==> src/shuffle_pkg.sv <==
package shuffle_pkg;

  typedef logic [31:0] instr_t;    // uncompressed RV32I instruction word
  typedef logic [31:0] addr_t;     // program counter of an instruction
  typedef logic [4:0]  log_reg_t;  // architectural register index x0..x31

  localparam int unsigned NUM_LOG_REGS = 32;

  // major opcodes, bits [6:0] of the instruction
  localparam logic [6:0] OPC_JAL    = 7'b1101111;
  localparam logic [6:0] OPC_JALR   = 7'b1100111;
  localparam logic [6:0] OPC_BRANCH = 7'b1100011;
  localparam logic [6:0] OPC_FENCE  = 7'b0001111;
  localparam logic [6:0] OPC_SYSTEM = 7'b1110011;  // ecall, ebreak, xret, wfi and csr
  localparam logic [6:0] OPC_LOAD   = 7'b0000011;
  localparam logic [6:0] OPC_STORE  = 7'b0100011;
  localparam logic [6:0] OPC_LUI    = 7'b0110111;
  localparam logic [6:0] OPC_AUIPC  = 7'b0010111;
  localparam logic [6:0] OPC_OP     = 7'b0110011;  // register-register alu ops

  // what the shuffling logic needs to know about one instruction
  typedef struct packed {
    logic has_rd;    // writes a destination register
    logic has_rs1;   // reads rs1
    logic has_rs2;   // reads rs2
    logic is_fence;  // may redirect the pc, so acceptance must stop behind it
    logic is_mem;    // load or store
    logic is_env;    // any SYSTEM opcode, fully ordered
  } instr_class_t;

endpackage

==> src/shuffle_if.sv <==
`timescale 1ns/100ps

interface shuffle_if #(
  parameter int unsigned DEPTH = 4
);

  logic                     ins_en;   // an upstream instruction is written this cycle
  logic [$clog2(DEPTH)-1:0] ins_idx;  // slot that receives it
  logic                     rem_en;   // the slot at rem_idx goes to ID/EX this cycle
  logic [$clog2(DEPTH)-1:0] rem_idx;  // slot shown on the downstream outputs
  logic [DEPTH-1:0]         valid;    // occupied slots, registered

  // the top level owns the handshake and the slot valid bits
  modport ctrl (output ins_en, rem_en, valid, input ins_idx, rem_idx);

  // issue_select chooses both slot indices
  modport sel (output ins_idx, rem_idx, input ins_en, rem_en, valid);

  // rename and dependency bookkeeping only follow the events
  modport track (input ins_en, ins_idx, rem_en, rem_idx, valid);

endinterface

==> src/instr_classify.sv <==
`timescale 1ns/100ps

module instr_classify import shuffle_pkg::*; (
  input  instr_t       in_instr_i,
  output instr_class_t cls_o,
  output log_reg_t     rd_o,
  output log_reg_t     rs1_o,
  output log_reg_t     rs2_o
);

  logic [6:0] opc;
  logic [2:0] funct3;
  logic       is_system;
  logic       is_priv;     // ecall, ebreak, xret and wfi share funct3 = 0
  logic       is_csr_imm;  // csrrwi, csrrsi, csrrci carry a zimm in the rs1 field

  assign opc        = in_instr_i[6:0];
  assign funct3     = in_instr_i[14:12];
  assign is_system  = (opc == OPC_SYSTEM);
  assign is_priv    = is_system && (funct3 == 3'b000);
  assign is_csr_imm = is_system && (funct3 inside {3'b101, 3'b110, 3'b111});

  // register fields sit at the same place for every format
  assign rd_o  = in_instr_i[11:7];
  assign rs1_o = in_instr_i[19:15];
  assign rs2_o = in_instr_i[24:20];

  // B-type, S-type, fence and the privileged group have no destination
  assign cls_o.has_rd = !(opc == OPC_BRANCH || opc == OPC_STORE || opc == OPC_FENCE || is_priv);

  assign cls_o.has_rs1 = !(opc == OPC_LUI || opc == OPC_AUIPC || opc == OPC_JAL
                           || opc == OPC_FENCE || is_priv || is_csr_imm);

  assign cls_o.has_rs2 = (opc == OPC_BRANCH) || (opc == OPC_STORE) || (opc == OPC_OP);

  // bits [22:21] tell ecall/ebreak (00) and sret/mret (01) apart from wfi
  assign cls_o.is_fence = (opc == OPC_JAL) || (opc == OPC_JALR) || (opc == OPC_BRANCH)
                          || (opc == OPC_FENCE)
                          || (is_priv && (in_instr_i[22:21] == 2'b00
                                          || in_instr_i[22:21] == 2'b01));

  assign cls_o.is_mem = (opc == OPC_LOAD) || (opc == OPC_STORE);
  assign cls_o.is_env = is_system;  // csr accesses are ordered like ecall

endmodule

==> src/rename_table.sv <==
`timescale 1ns/100ps

module rename_table import shuffle_pkg::*; #(
  parameter int unsigned  DEPTH         = 4,
  parameter int unsigned  NUM_PHYS_REGS = 64,
  localparam int unsigned PHYS_W        = $clog2(NUM_PHYS_REGS)
) (
  input  logic              clk_i,
  input  logic              rst_ni,
  shuffle_if.track          ev,
  input  instr_class_t      cls_i,
  input  log_reg_t          rd_i,
  input  log_reg_t          rs1_i,
  input  log_reg_t          rs2_i,
  output logic [PHYS_W-1:0] prd_o,
  output logic [PHYS_W-1:0] prs1_o,
  output logic [PHYS_W-1:0] prs2_o
);

  typedef logic [PHYS_W-1:0]        phys_idx_t;
  typedef logic [NUM_PHYS_REGS-1:0] phys_vec_t;

  phys_idx_t map_q [NUM_LOG_REGS];  // current physical home of each logical register
  phys_vec_t reserved_q;            // one bit per physical register named by map_q
  phys_vec_t usage_q [DEPTH];       // registers touched by the instruction in each slot
  phys_vec_t in_use;
  phys_idx_t free_idx;
  logic      alloc;

  // a register is busy if it is mapped or still referenced by a buffered entry,
  // since a released mapping may be read by an older instruction not yet issued
  always_comb begin
    in_use = reserved_q;
    for (int i = 0; i < DEPTH; i++) begin
      if (ev.valid[i]) begin
        in_use |= usage_q[i];
      end
    end
    free_idx = '0;
    for (int i = NUM_PHYS_REGS - 1; i >= 0; i--) begin
      if (!in_use[i]) begin
        free_idx = PHYS_W'(i);  // descending scan leaves the lowest free index
      end
    end
  end

  assign alloc  = cls_i.has_rd && (rd_i != '0);        // x0 writes are discarded
  assign prd_o  = alloc ? free_idx : '0;
  assign prs1_o = cls_i.has_rs1 ? map_q[rs1_i] : '0;   // sources see the map before the update
  assign prs2_o = cls_i.has_rs2 ? map_q[rs2_i] : '0;

  always_ff @(posedge clk_i or negedge rst_ni) begin
    if (!rst_ni) begin
      for (int i = 0; i < NUM_LOG_REGS; i++) begin
        map_q[i] <= PHYS_W'(i);  // identity mapping out of reset
      end
      for (int i = 0; i < NUM_PHYS_REGS; i++) begin
        reserved_q[i] <= (i < NUM_LOG_REGS);
      end
      for (int i = 0; i < DEPTH; i++) begin
        usage_q[i] <= '0;
      end
    end else begin
      if (ev.rem_en) begin
        usage_q[ev.rem_idx] <= '0;
      end
      // an insert into the slot being issued wins, it is written last
      if (ev.ins_en) begin
        usage_q[ev.ins_idx] <= (phys_vec_t'(1) << prd_o) | (phys_vec_t'(1) << prs1_o)
                               | (phys_vec_t'(1) << prs2_o);
        if (alloc) begin
          reserved_q[map_q[rd_i]] <= 1'b0;  // old home is free once no entry uses it
          reserved_q[free_idx]    <= 1'b1;
          map_q[rd_i]             <= free_idx;
        end
      end
    end
  end

endmodule

==> src/dep_matrix.sv <==
`timescale 1ns/100ps

module dep_matrix import shuffle_pkg::*; #(
  parameter int unsigned  DEPTH         = 4,
  parameter int unsigned  NUM_PHYS_REGS = 64,
  localparam int unsigned PHYS_W        = $clog2(NUM_PHYS_REGS)
) (
  input  logic              clk_i,
  input  logic              rst_ni,
  shuffle_if.track          ev,
  input  instr_class_t      cls_i,
  input  logic [PHYS_W-1:0] prd_i,
  input  logic [PHYS_W-1:0] prs1_i,
  input  logic [PHYS_W-1:0] prs2_i,
  output logic [DEPTH-1:0]  ready_o
);

  typedef logic [PHYS_W-1:0] phys_idx_t;
  typedef logic [DEPTH-1:0]  slot_vec_t;

  slot_vec_t dep_q [DEPTH];  // row i holds the older slots that slot i waits for
  slot_vec_t mem_q;          // slot holds a load or store
  slot_vec_t env_q;          // slot holds a SYSTEM instruction
  phys_idx_t rd_q [DEPTH];   // renamed destination of each slot
  slot_vec_t new_row;

  always_comb begin
    new_row = '0;
    for (int i = 0; i < DEPTH; i++) begin
      if (ev.valid[i]) begin
        // read after write on a physical register, p0 never carries a result
        if ((rd_q[i] != '0) && (rd_q[i] == prs1_i || rd_q[i] == prs2_i)) begin
          new_row[i] = 1'b1;
        end
        if (mem_q[i] && cls_i.is_mem) begin
          new_row[i] = 1'b1;  // memory ops keep program order
        end
        if (cls_i.is_env || env_q[i]) begin
          new_row[i] = 1'b1;  // nothing passes an env/csr instruction either way
        end
      end
    end
    // the issuing slot may still look valid when it is reused in the same cycle
    new_row[ev.ins_idx] = 1'b0;
  end

  always_comb begin
    for (int i = 0; i < DEPTH; i++) begin
      ready_o[i] = ev.valid[i] && (dep_q[i] == '0);
    end
  end

  always_ff @(posedge clk_i or negedge rst_ni) begin
    if (!rst_ni) begin
      for (int i = 0; i < DEPTH; i++) begin
        dep_q[i] <= '0;
      end
      mem_q <= '0;
      env_q <= '0;
    end else begin
      if (ev.rem_en) begin
        for (int i = 0; i < DEPTH; i++) begin
          dep_q[i][ev.rem_idx] <= 1'b0;  // release everyone waiting on the issued slot
        end
      end
      if (ev.ins_en) begin
        dep_q[ev.ins_idx] <= new_row;
        mem_q[ev.ins_idx] <= cls_i.is_mem;
        env_q[ev.ins_idx] <= cls_i.is_env;
      end
    end
  end

  always_ff @(posedge clk_i) begin
    if (ev.ins_en) begin
      rd_q[ev.ins_idx] <= prd_i;
    end
  end

endmodule

==> src/issue_select.sv <==
`timescale 1ns/100ps

module issue_select #(
  parameter int unsigned  DEPTH    = 4,
  parameter logic [15:0]  RNG_SEED = 16'hACE1,
  localparam int unsigned SLOT_W   = $clog2(DEPTH)
) (
  input  logic             clk_i,
  input  logic             rst_ni,
  shuffle_if.sel           ev,
  input  logic [DEPTH-1:0] ready_i,
  output logic             pick_ok_o
);

  typedef logic [SLOT_W-1:0]                      slot_idx_t;
  typedef logic [DEPTH-1:0][DEPTH-1:0][SLOT_W-1:0] dist_t;

  // entry [k][c] is the k-th closest slot to c, visiting c, c+1, c-1, c+2 ...
  function automatic dist_t build_dist();
    dist_t tbl;
    int    off;
    for (int c = 0; c < DEPTH; c++) begin
      for (int k = 0; k < DEPTH; k++) begin
        off = (k + 1) / 2;
        if (k % 2 == 1) begin
          tbl[k][c] = SLOT_W'((c + off) % DEPTH);
        end else begin
          tbl[k][c] = SLOT_W'((c + DEPTH - off) % DEPTH);
        end
      end
    end
    return tbl;
  endfunction

  localparam dist_t DIST = build_dist();

  logic [15:0]      lfsr_q;
  slot_idx_t        rnd;
  logic [DEPTH-1:0] cand;       // readiness in the distance order of the chosen column
  slot_idx_t        first;
  slot_idx_t        rem_idx;
  slot_idx_t        free_slot;

  // fibonacci lfsr with taps 16, 14, 13, 11, free running
  always_ff @(posedge clk_i or negedge rst_ni) begin
    if (!rst_ni) begin
      lfsr_q <= RNG_SEED;
    end else begin
      lfsr_q <= {lfsr_q[14:0], lfsr_q[15] ^ lfsr_q[13] ^ lfsr_q[12] ^ lfsr_q[10]};
    end
  end

  assign rnd = lfsr_q[SLOT_W-1:0];  // depth is a power of two so no wrap is needed

  always_comb begin
    for (int k = 0; k < DEPTH; k++) begin
      cand[k] = ready_i[DIST[k][rnd]];
    end
    first = '0;
    for (int k = DEPTH - 1; k >= 0; k--) begin
      if (cand[k]) begin
        first = SLOT_W'(k);
      end
    end
    rem_idx = DIST[first][rnd];
  end

  always_comb begin
    free_slot = '0;
    for (int i = DEPTH - 1; i >= 0; i--) begin
      if (!ev.valid[i]) begin
        free_slot = SLOT_W'(i);
      end
    end
  end

  assign pick_ok_o  = |ready_i;
  assign ev.rem_idx = rem_idx;
  // a full buffer can only accept into the slot that leaves in the same cycle
  assign ev.ins_idx = ev.rem_en ? rem_idx : free_slot;

endmodule

==> src/shuffle_buffer.sv <==
`timescale 1ns/100ps

module shuffle_buffer import shuffle_pkg::*; #(
  parameter int unsigned  DEPTH         = 4,
  parameter int unsigned  NUM_PHYS_REGS = 64,
  parameter logic [15:0]  RNG_SEED      = 16'hACE1,
  localparam int unsigned PHYS_W        = $clog2(NUM_PHYS_REGS)
) (
  input  logic              clk_i,
  input  logic              rst_ni,
  input  logic              in_valid_i,  // upstream (prefetch) side
  output logic              in_ready_o,
  input  instr_t            in_instr_i,
  input  addr_t             in_addr_i,
  input  logic              branch_i,    // ID/EX requests a new pc
  output logic              valid_o,     // downstream (ID/EX) side
  input  logic              ready_i,
  output instr_t            rdata_o,
  output addr_t             addr_o,
  output logic [PHYS_W-1:0] rd_o,
  output logic [PHYS_W-1:0] rs1_o,
  output logic [PHYS_W-1:0] rs2_o
);

  typedef logic [PHYS_W-1:0] phys_idx_t;

  shuffle_if #(.DEPTH(DEPTH)) ev ();

  instr_class_t     cls;
  log_reg_t         rd_log;
  log_reg_t         rs1_log;
  log_reg_t         rs2_log;
  phys_idx_t        prd;
  phys_idx_t        prs1;
  phys_idx_t        prs2;
  logic [DEPTH-1:0] slot_ready;
  logic             pick_ok;

  logic [DEPTH-1:0] valid_q;
  addr_t            addr_q [DEPTH];
  instr_t           data_q [DEPTH];
  phys_idx_t        rd_q [DEPTH];
  phys_idx_t        rs1_q [DEPTH];
  phys_idx_t        rs2_q [DEPTH];

  logic             fence_q;         // acceptance halted behind a pc-changing instruction
  addr_t            fence_pc_q;      // pc of that instruction
  logic             fence_issued_q;  // it went to ID/EX on the previous edge
  logic             full;
  logic             not_empty;
  logic             not_taken;

  assign full      = &valid_q;
  assign not_empty = |valid_q;
  // ID/EX drops ready_i right after an instruction that redirects the pc
  assign not_taken = fence_issued_q && ready_i;

  // below full the buffer only drains while fenced, otherwise it keeps filling to shuffle
  assign valid_o    = !branch_i && (full || (not_empty && fence_q)) && pick_ok;
  assign in_ready_o = !branch_i && (!full || ev.rem_en) && (!fence_q || not_taken);

  assign ev.rem_en = ready_i && valid_o;
  assign ev.ins_en = in_valid_i && in_ready_o;
  assign ev.valid  = valid_q;

  instr_classify u_classify (
    .in_instr_i (in_instr_i),
    .cls_o      (cls),
    .rd_o       (rd_log),
    .rs1_o      (rs1_log),
    .rs2_o      (rs2_log)
  );

  rename_table #(.DEPTH(DEPTH), .NUM_PHYS_REGS(NUM_PHYS_REGS)) u_rename (
    .clk_i  (clk_i),
    .rst_ni (rst_ni),
    .ev     (ev),
    .cls_i  (cls),
    .rd_i   (rd_log),
    .rs1_i  (rs1_log),
    .rs2_i  (rs2_log),
    .prd_o  (prd),
    .prs1_o (prs1),
    .prs2_o (prs2)
  );

  dep_matrix #(.DEPTH(DEPTH), .NUM_PHYS_REGS(NUM_PHYS_REGS)) u_deps (
    .clk_i   (clk_i),
    .rst_ni  (rst_ni),
    .ev      (ev),
    .cls_i   (cls),
    .prd_i   (prd),
    .prs1_i  (prs1),
    .prs2_i  (prs2),
    .ready_o (slot_ready)
  );

  issue_select #(.DEPTH(DEPTH), .RNG_SEED(RNG_SEED)) u_select (
    .clk_i     (clk_i),
    .rst_ni    (rst_ni),
    .ev        (ev),
    .ready_i   (slot_ready),
    .pick_ok_o (pick_ok)
  );

  always_ff @(posedge clk_i or negedge rst_ni) begin
    if (!rst_ni) begin
      valid_q        <= '0;
      fence_q        <= 1'b0;
      fence_issued_q <= 1'b0;
    end else begin
      if (ev.rem_en) begin
        valid_q[ev.rem_idx] <= 1'b0;
      end
      if (ev.ins_en) begin
        valid_q[ev.ins_idx] <= 1'b1;  // same slot on a combined cycle, set wins
      end
      fence_issued_q <= fence_q && ev.rem_en && (addr_o == fence_pc_q);
      if (branch_i || not_taken) begin
        fence_q <= 1'b0;
      end
      // a fence accepted in the clearing cycle keeps the buffer fenced
      if (ev.ins_en && cls.is_fence) begin
        fence_q <= 1'b1;
      end
    end
  end

  always_ff @(posedge clk_i) begin
    if (ev.ins_en) begin
      addr_q[ev.ins_idx] <= in_addr_i;
      data_q[ev.ins_idx] <= in_instr_i;
      rd_q[ev.ins_idx]   <= prd;
      rs1_q[ev.ins_idx]  <= prs1;
      rs2_q[ev.ins_idx]  <= prs2;
    end
    if (ev.ins_en && cls.is_fence) begin
      fence_pc_q <= in_addr_i;
    end
  end

  assign rdata_o = data_q[ev.rem_idx];
  assign addr_o  = addr_q[ev.rem_idx];
  assign rd_o    = rd_q[ev.rem_idx];
  assign rs1_o   = rs1_q[ev.rem_idx];
  assign rs2_o   = rs2_q[ev.rem_idx];

endmodule

==> config.mk <==
export PLATFORM = sky130hd
export DESIGN_NAME = shuffle_buffer
export DESIGN_NICKNAME = d
export VERILOG_FILES = /design/src/shuffle_pkg.sv /design/src/shuffle_if.sv /design/src/instr_classify.sv /design/src/rename_table.sv /design/src/dep_matrix.sv /design/src/issue_select.sv /design/src/shuffle_buffer.sv
export SDC_FILE = /design/constraint.sdc
export NUM_CORES = 2
export LEC_CHECK = 0
export BUFFER_PORTS_ARGS = -buffer_cell sky130_fd_sc_hd__buf_4
export CAP_MARGIN = 20
export CORE_ASPECT_RATIO = 0.6
export CORE_MARGIN = 10
export CORE_UTILIZATION = 60
export DETAILED_ROUTE_END_ITERATION = 6
export GPL_ROUTABILITY_DRIVEN = 0
export PLACE_DENSITY = 0.77
export SLEW_MARGIN = 20
export SYNTH_ARGS = -nofsm -noshare
export SYNTH_HDL_FRONTEND = slang
export SYNTH_HIERARCHICAL = 1
export SYNTH_SLANG_ARGS = --single-unit
export TNS_END_PERCENT = 20
==> constraint.sdc <==
create_clock -name clk_i -period 15.8 [get_ports clk_i]
set_input_delay 0.79 -clock clk_i [delete_from_list [all_inputs] [get_ports clk_i]]
set_output_delay 0.79 -clock clk_i [all_outputs]
set_load 0.01 [all_outputs]
==> results by group <==
Outcome
  • Status: complete, but fails checks
  • Failing checks: design-rule violations

Clock network
  • Hold_buf cts: 0
  • Setup Buffers After CTS: 0
  • CTS root buffer: clkbuf_16
  • Clk buf depth: 3
  • TritonCTS clock tree: done
  • H-Tree Depth: 3
  • TritonCTS Buffers: 85
  • Cells resized by post-CTS repair: 0
  • Worst skew pair latency: 0.67 ns
  • Clock-pin slew on the worst setup and hold paths: 0.06 ns
  • Clock Sinks: 942

Layout
  • Fillers: 5023
  • Area growth syn-to-layout: 10.2%
  • Area of the multi-input gates: 17900 µm²
  • Reg area: 25600 µm²
  • Final Util: 66.9%
  • Post-route insts no fill: 4498
  • Final Net Count: 3507
  • Share of layout cells above drive strength 1: 27.0%
  • Final instance area: 49300 µm²

Yosys
  • Post-synth ARST share: 59.2%
  • Mapped cell area: 44700 µm²
  • Top cell type by total area after synthesis: edfxtp_1
  • Synth top area cells: edfxtp_1, dfrtp_1, mux4_2
  • Sequential fraction of the synthesis area: 57.3%
  • Ys flop type: dfrtp_1
  • Yosys Warn Count: 6
  • Avg Cell Area, Syn: 13.1 µm²
  • Mapped Cells: 3404
  • Synth top area share: 25.8%
  • Post-synth EDFFs: 384
  • Net count after synthesis: 3473
  • Synth Register Bits: 942
  • Yosys cell types: 102

Critical path
  • CP arrival: 6.56 ns
  • CP endpoint kind: flop
  • Critical Path Start Type: flop
  • R2R Path Start: ev.valid[3]
  • CP Max Fanout: 85
  • Required time worst endpoint: 16.35 ns
  • Worst R2R Setup Slack: 9.80 ns
  • Worst R2R End: u_rename/usage_q[17]
  • R2R depth: 15
  • Setup CP Type: reg2reg
  • Setup crit start: ev.valid[3]

Global routing
  • Met3 GRT Util: 16.4%
  • Met2 GRT Util: 43.6%
  • Largest net degree at the start of global routing: 91
  • Global routing usage on met1: 44.2%
  • First-pass GRT wire length: 209 mm
  • Vias in the first global route: 32500
  • GR Util All Layers: 31.8%
  • Remaining Overflow, GRT: 0
  • GRT busiest layer: met1
  • Antenna violations before repair: 7

STA
  • Slew Limit Fails: 0
  • Max frequency: 167 MHz
  • Worst hold margin: 0.127 ns
  • Min cycle time layout: 6.00 ns
  • Tcrit/Tclk final: 38.0%
  • Rel. slew slack: 18.1%
  • RSZ-0062 raised after global routing: no
  • Setup-failing EPs final: 0
  • Worst Tran Pin Value: 1.23 ns
  • Fin. Hold Viols: 0
  • Clk_skew: 0.0316 ns
  • Setup_tns: 0 ns

Placement
  • Post-DP HPWL: 91.7 mm
  • Placed instance area: 46400 µm²
  • Port bufs: 152
  • Placed cells: 4337

Hold path
  • Hold crit path type: in2async

Floorplanning
  • I/O Pins: 153
  • Core Area: 73700 µm²
  • Die Ht: 231 µm
  • Initial Utilization: 60.7%
  • # rows: 77
  • Die Span X: 372 µm
  • Die area: 86200 µm²

Route
  • Total Wirelength: 140 mm
  • Pre-antenna DRT Iters: 7
  • 1st-iter DRT viols: 6842
  • Routed vias/inst: 7.44
  • DRC Markers: 668
  • DRT antenna net count: 0
  • DR vias: 33500
  • DR WL/cell: 31.2 µm

Power
  • Power Dens Cells: 177 nW/µm²
  • Pleak: 18.8 nW
  • Worst vdd ir: 0.294 mV

Flow run
  • Max_cap viols: 0
==> per-layer routing <==
layer	vias up	part of all wire, %
met5	-	0.26
met2	2873	41
met3	501	18
met1	16800	38
met4	16	3.1
li1	13300	-
==> worst max-delay path, cell delays in order, from the launching register on <==
cell and delay, ns:
dfrtp_2 0.34, buf_4 0.56, nand2_1 0.10, nor3_1 0.41, nor2_1 0.07, nand2_1 0.12
nand3b_1 0.15, a211oi_2 0.86, nor2b_1 0.17, a22o_1 0.48, nand3_4 0.16, buf_4 0.77
buf_4 0.47, and2_1 0.79, nand2_1 0.17, o21ai_0 0.12
==> report_power, final <==
group | total (mW) | switching (mW) | leakage, nW | internal (mW)
sequential | 3.13 | 0.189 | 10.8 | 2.94
clock | 2.16 | 0.940 | 1.42 | 1.22
combinational | 3.41 | 2.20 | 6.54 | 1.22
==> cells by family (layout without fill, tap and decap cells) <==
| family | after synthesis | in the layout | synth area share, % |
|---|---|---|---|
| simple gates | 830 | 830 | 9.52 |
| compound gates | 826 | 826 | 11.5 |
| other cells | 0 | 2 | 0 |
| mux | 449 | 449 | 17.2 |
| flops | 942 | 942 | 57.3 |
| xor+xnor | 78 | 78 | 1.54 |
| buf+inv | 279 | 384 | 2.90 |
==> area by class of cell <==
cell class              count  share of cell area (%)
clock inverters            37                   0.939
clock buffers             121                    4.91
repair buffers            205                    3.17
diodes                      2                  0.0102
inverters                  21                   0.170
flip-flops and latches    942                    52.0
multi-input cells        2183                    36.3
well taps                 987                    2.51
==> cells in the final DEF (no fill, tap or decap), drive strengths merged, types with 19 or more instances in the layout <==
cell type and instances:
or2 19, a21oi 87, nand2 237, nand3b 19, nand4 22, o22ai 69, and2 35, nand3 251
nor2 90, buf 204, mux2 181, edfxtp 384, o21ai 411, dfstp 120, xor2 68, clkinv 25
and3 19, nor4 30, mux2i 31, inv 21, a222oi 55, a31oi 61, dfrtp 438, clkbuf 122
mux4 237, nand2b 34
==> sequential cells by signal, indices dropped and copies added (netlist names) <==
name and flops:
u_deps/env_q 4, rs1_q 24, rs2_q 24, u_deps/mem_q 4, ev.valid 4, rd_q 24
u_rename/reserved_q 64, u_select/lfsr_q 16, u_deps/rd_q 24, fence_q 1, u_deps/dep_q 16, u_rename/usage_q 256
fence_pc_q 32, fence_issued_q 1, data_q 128, addr_q 128, u_rename/map_q 192
==> metrics by stage <==
stage / power (mW) / worst slack [ns]
CTS: 8.58 / 10.02
global route: 8.95 / 9.53
floorplan: 5.16 / 6.47
global placement: 6.33 / 10.35
detailed placement: 6.44 / 10.06
finish: 8.70 / 9.80
==> cell usage after synthesis (14+ instances only) <==
library cell	instances
a31oi_1	59
mux2_2	181
a21oi_1	87
nand3b_1	19
buf_2	37
dfstp_2	120
mux2i_1	31
nand4_1	22
edfxtp_1	384
a221oi_1	14
nand3_1	249
o21ai_0	364
a22o_1	18
nor2b_1	17
nand2b_1	33
buf_1	20
nor4_1	23
xor2_1	68
or2_2	16
clkbuf_1	160
inv_1	16
nand2_1	236
nor2_1	90
and3_1	19
o22ai_1	69
a22oi_1	15
mux4_2	233
a222oi_1	55
nor3_1	14
o21ai_1	47
and2_1	35
dfrtp_1	438
o211ai_1	15
buf_4	28
==> worst max-delay path by stage <==
stage          depth (start not counted)                   end
2_1_floorplan                          9          addr_q[0][0]
3_3_place_gp                          15  u_rename/usage_q[59]
3_5_place_dp                          15  u_rename/usage_q[17]
4_1_cts                               15  u_rename/usage_q[17]
5_1_grt                               15  u_rename/usage_q[17]
6_report                              15  u_rename/usage_q[17]
(Power assumes the default switching activity.)
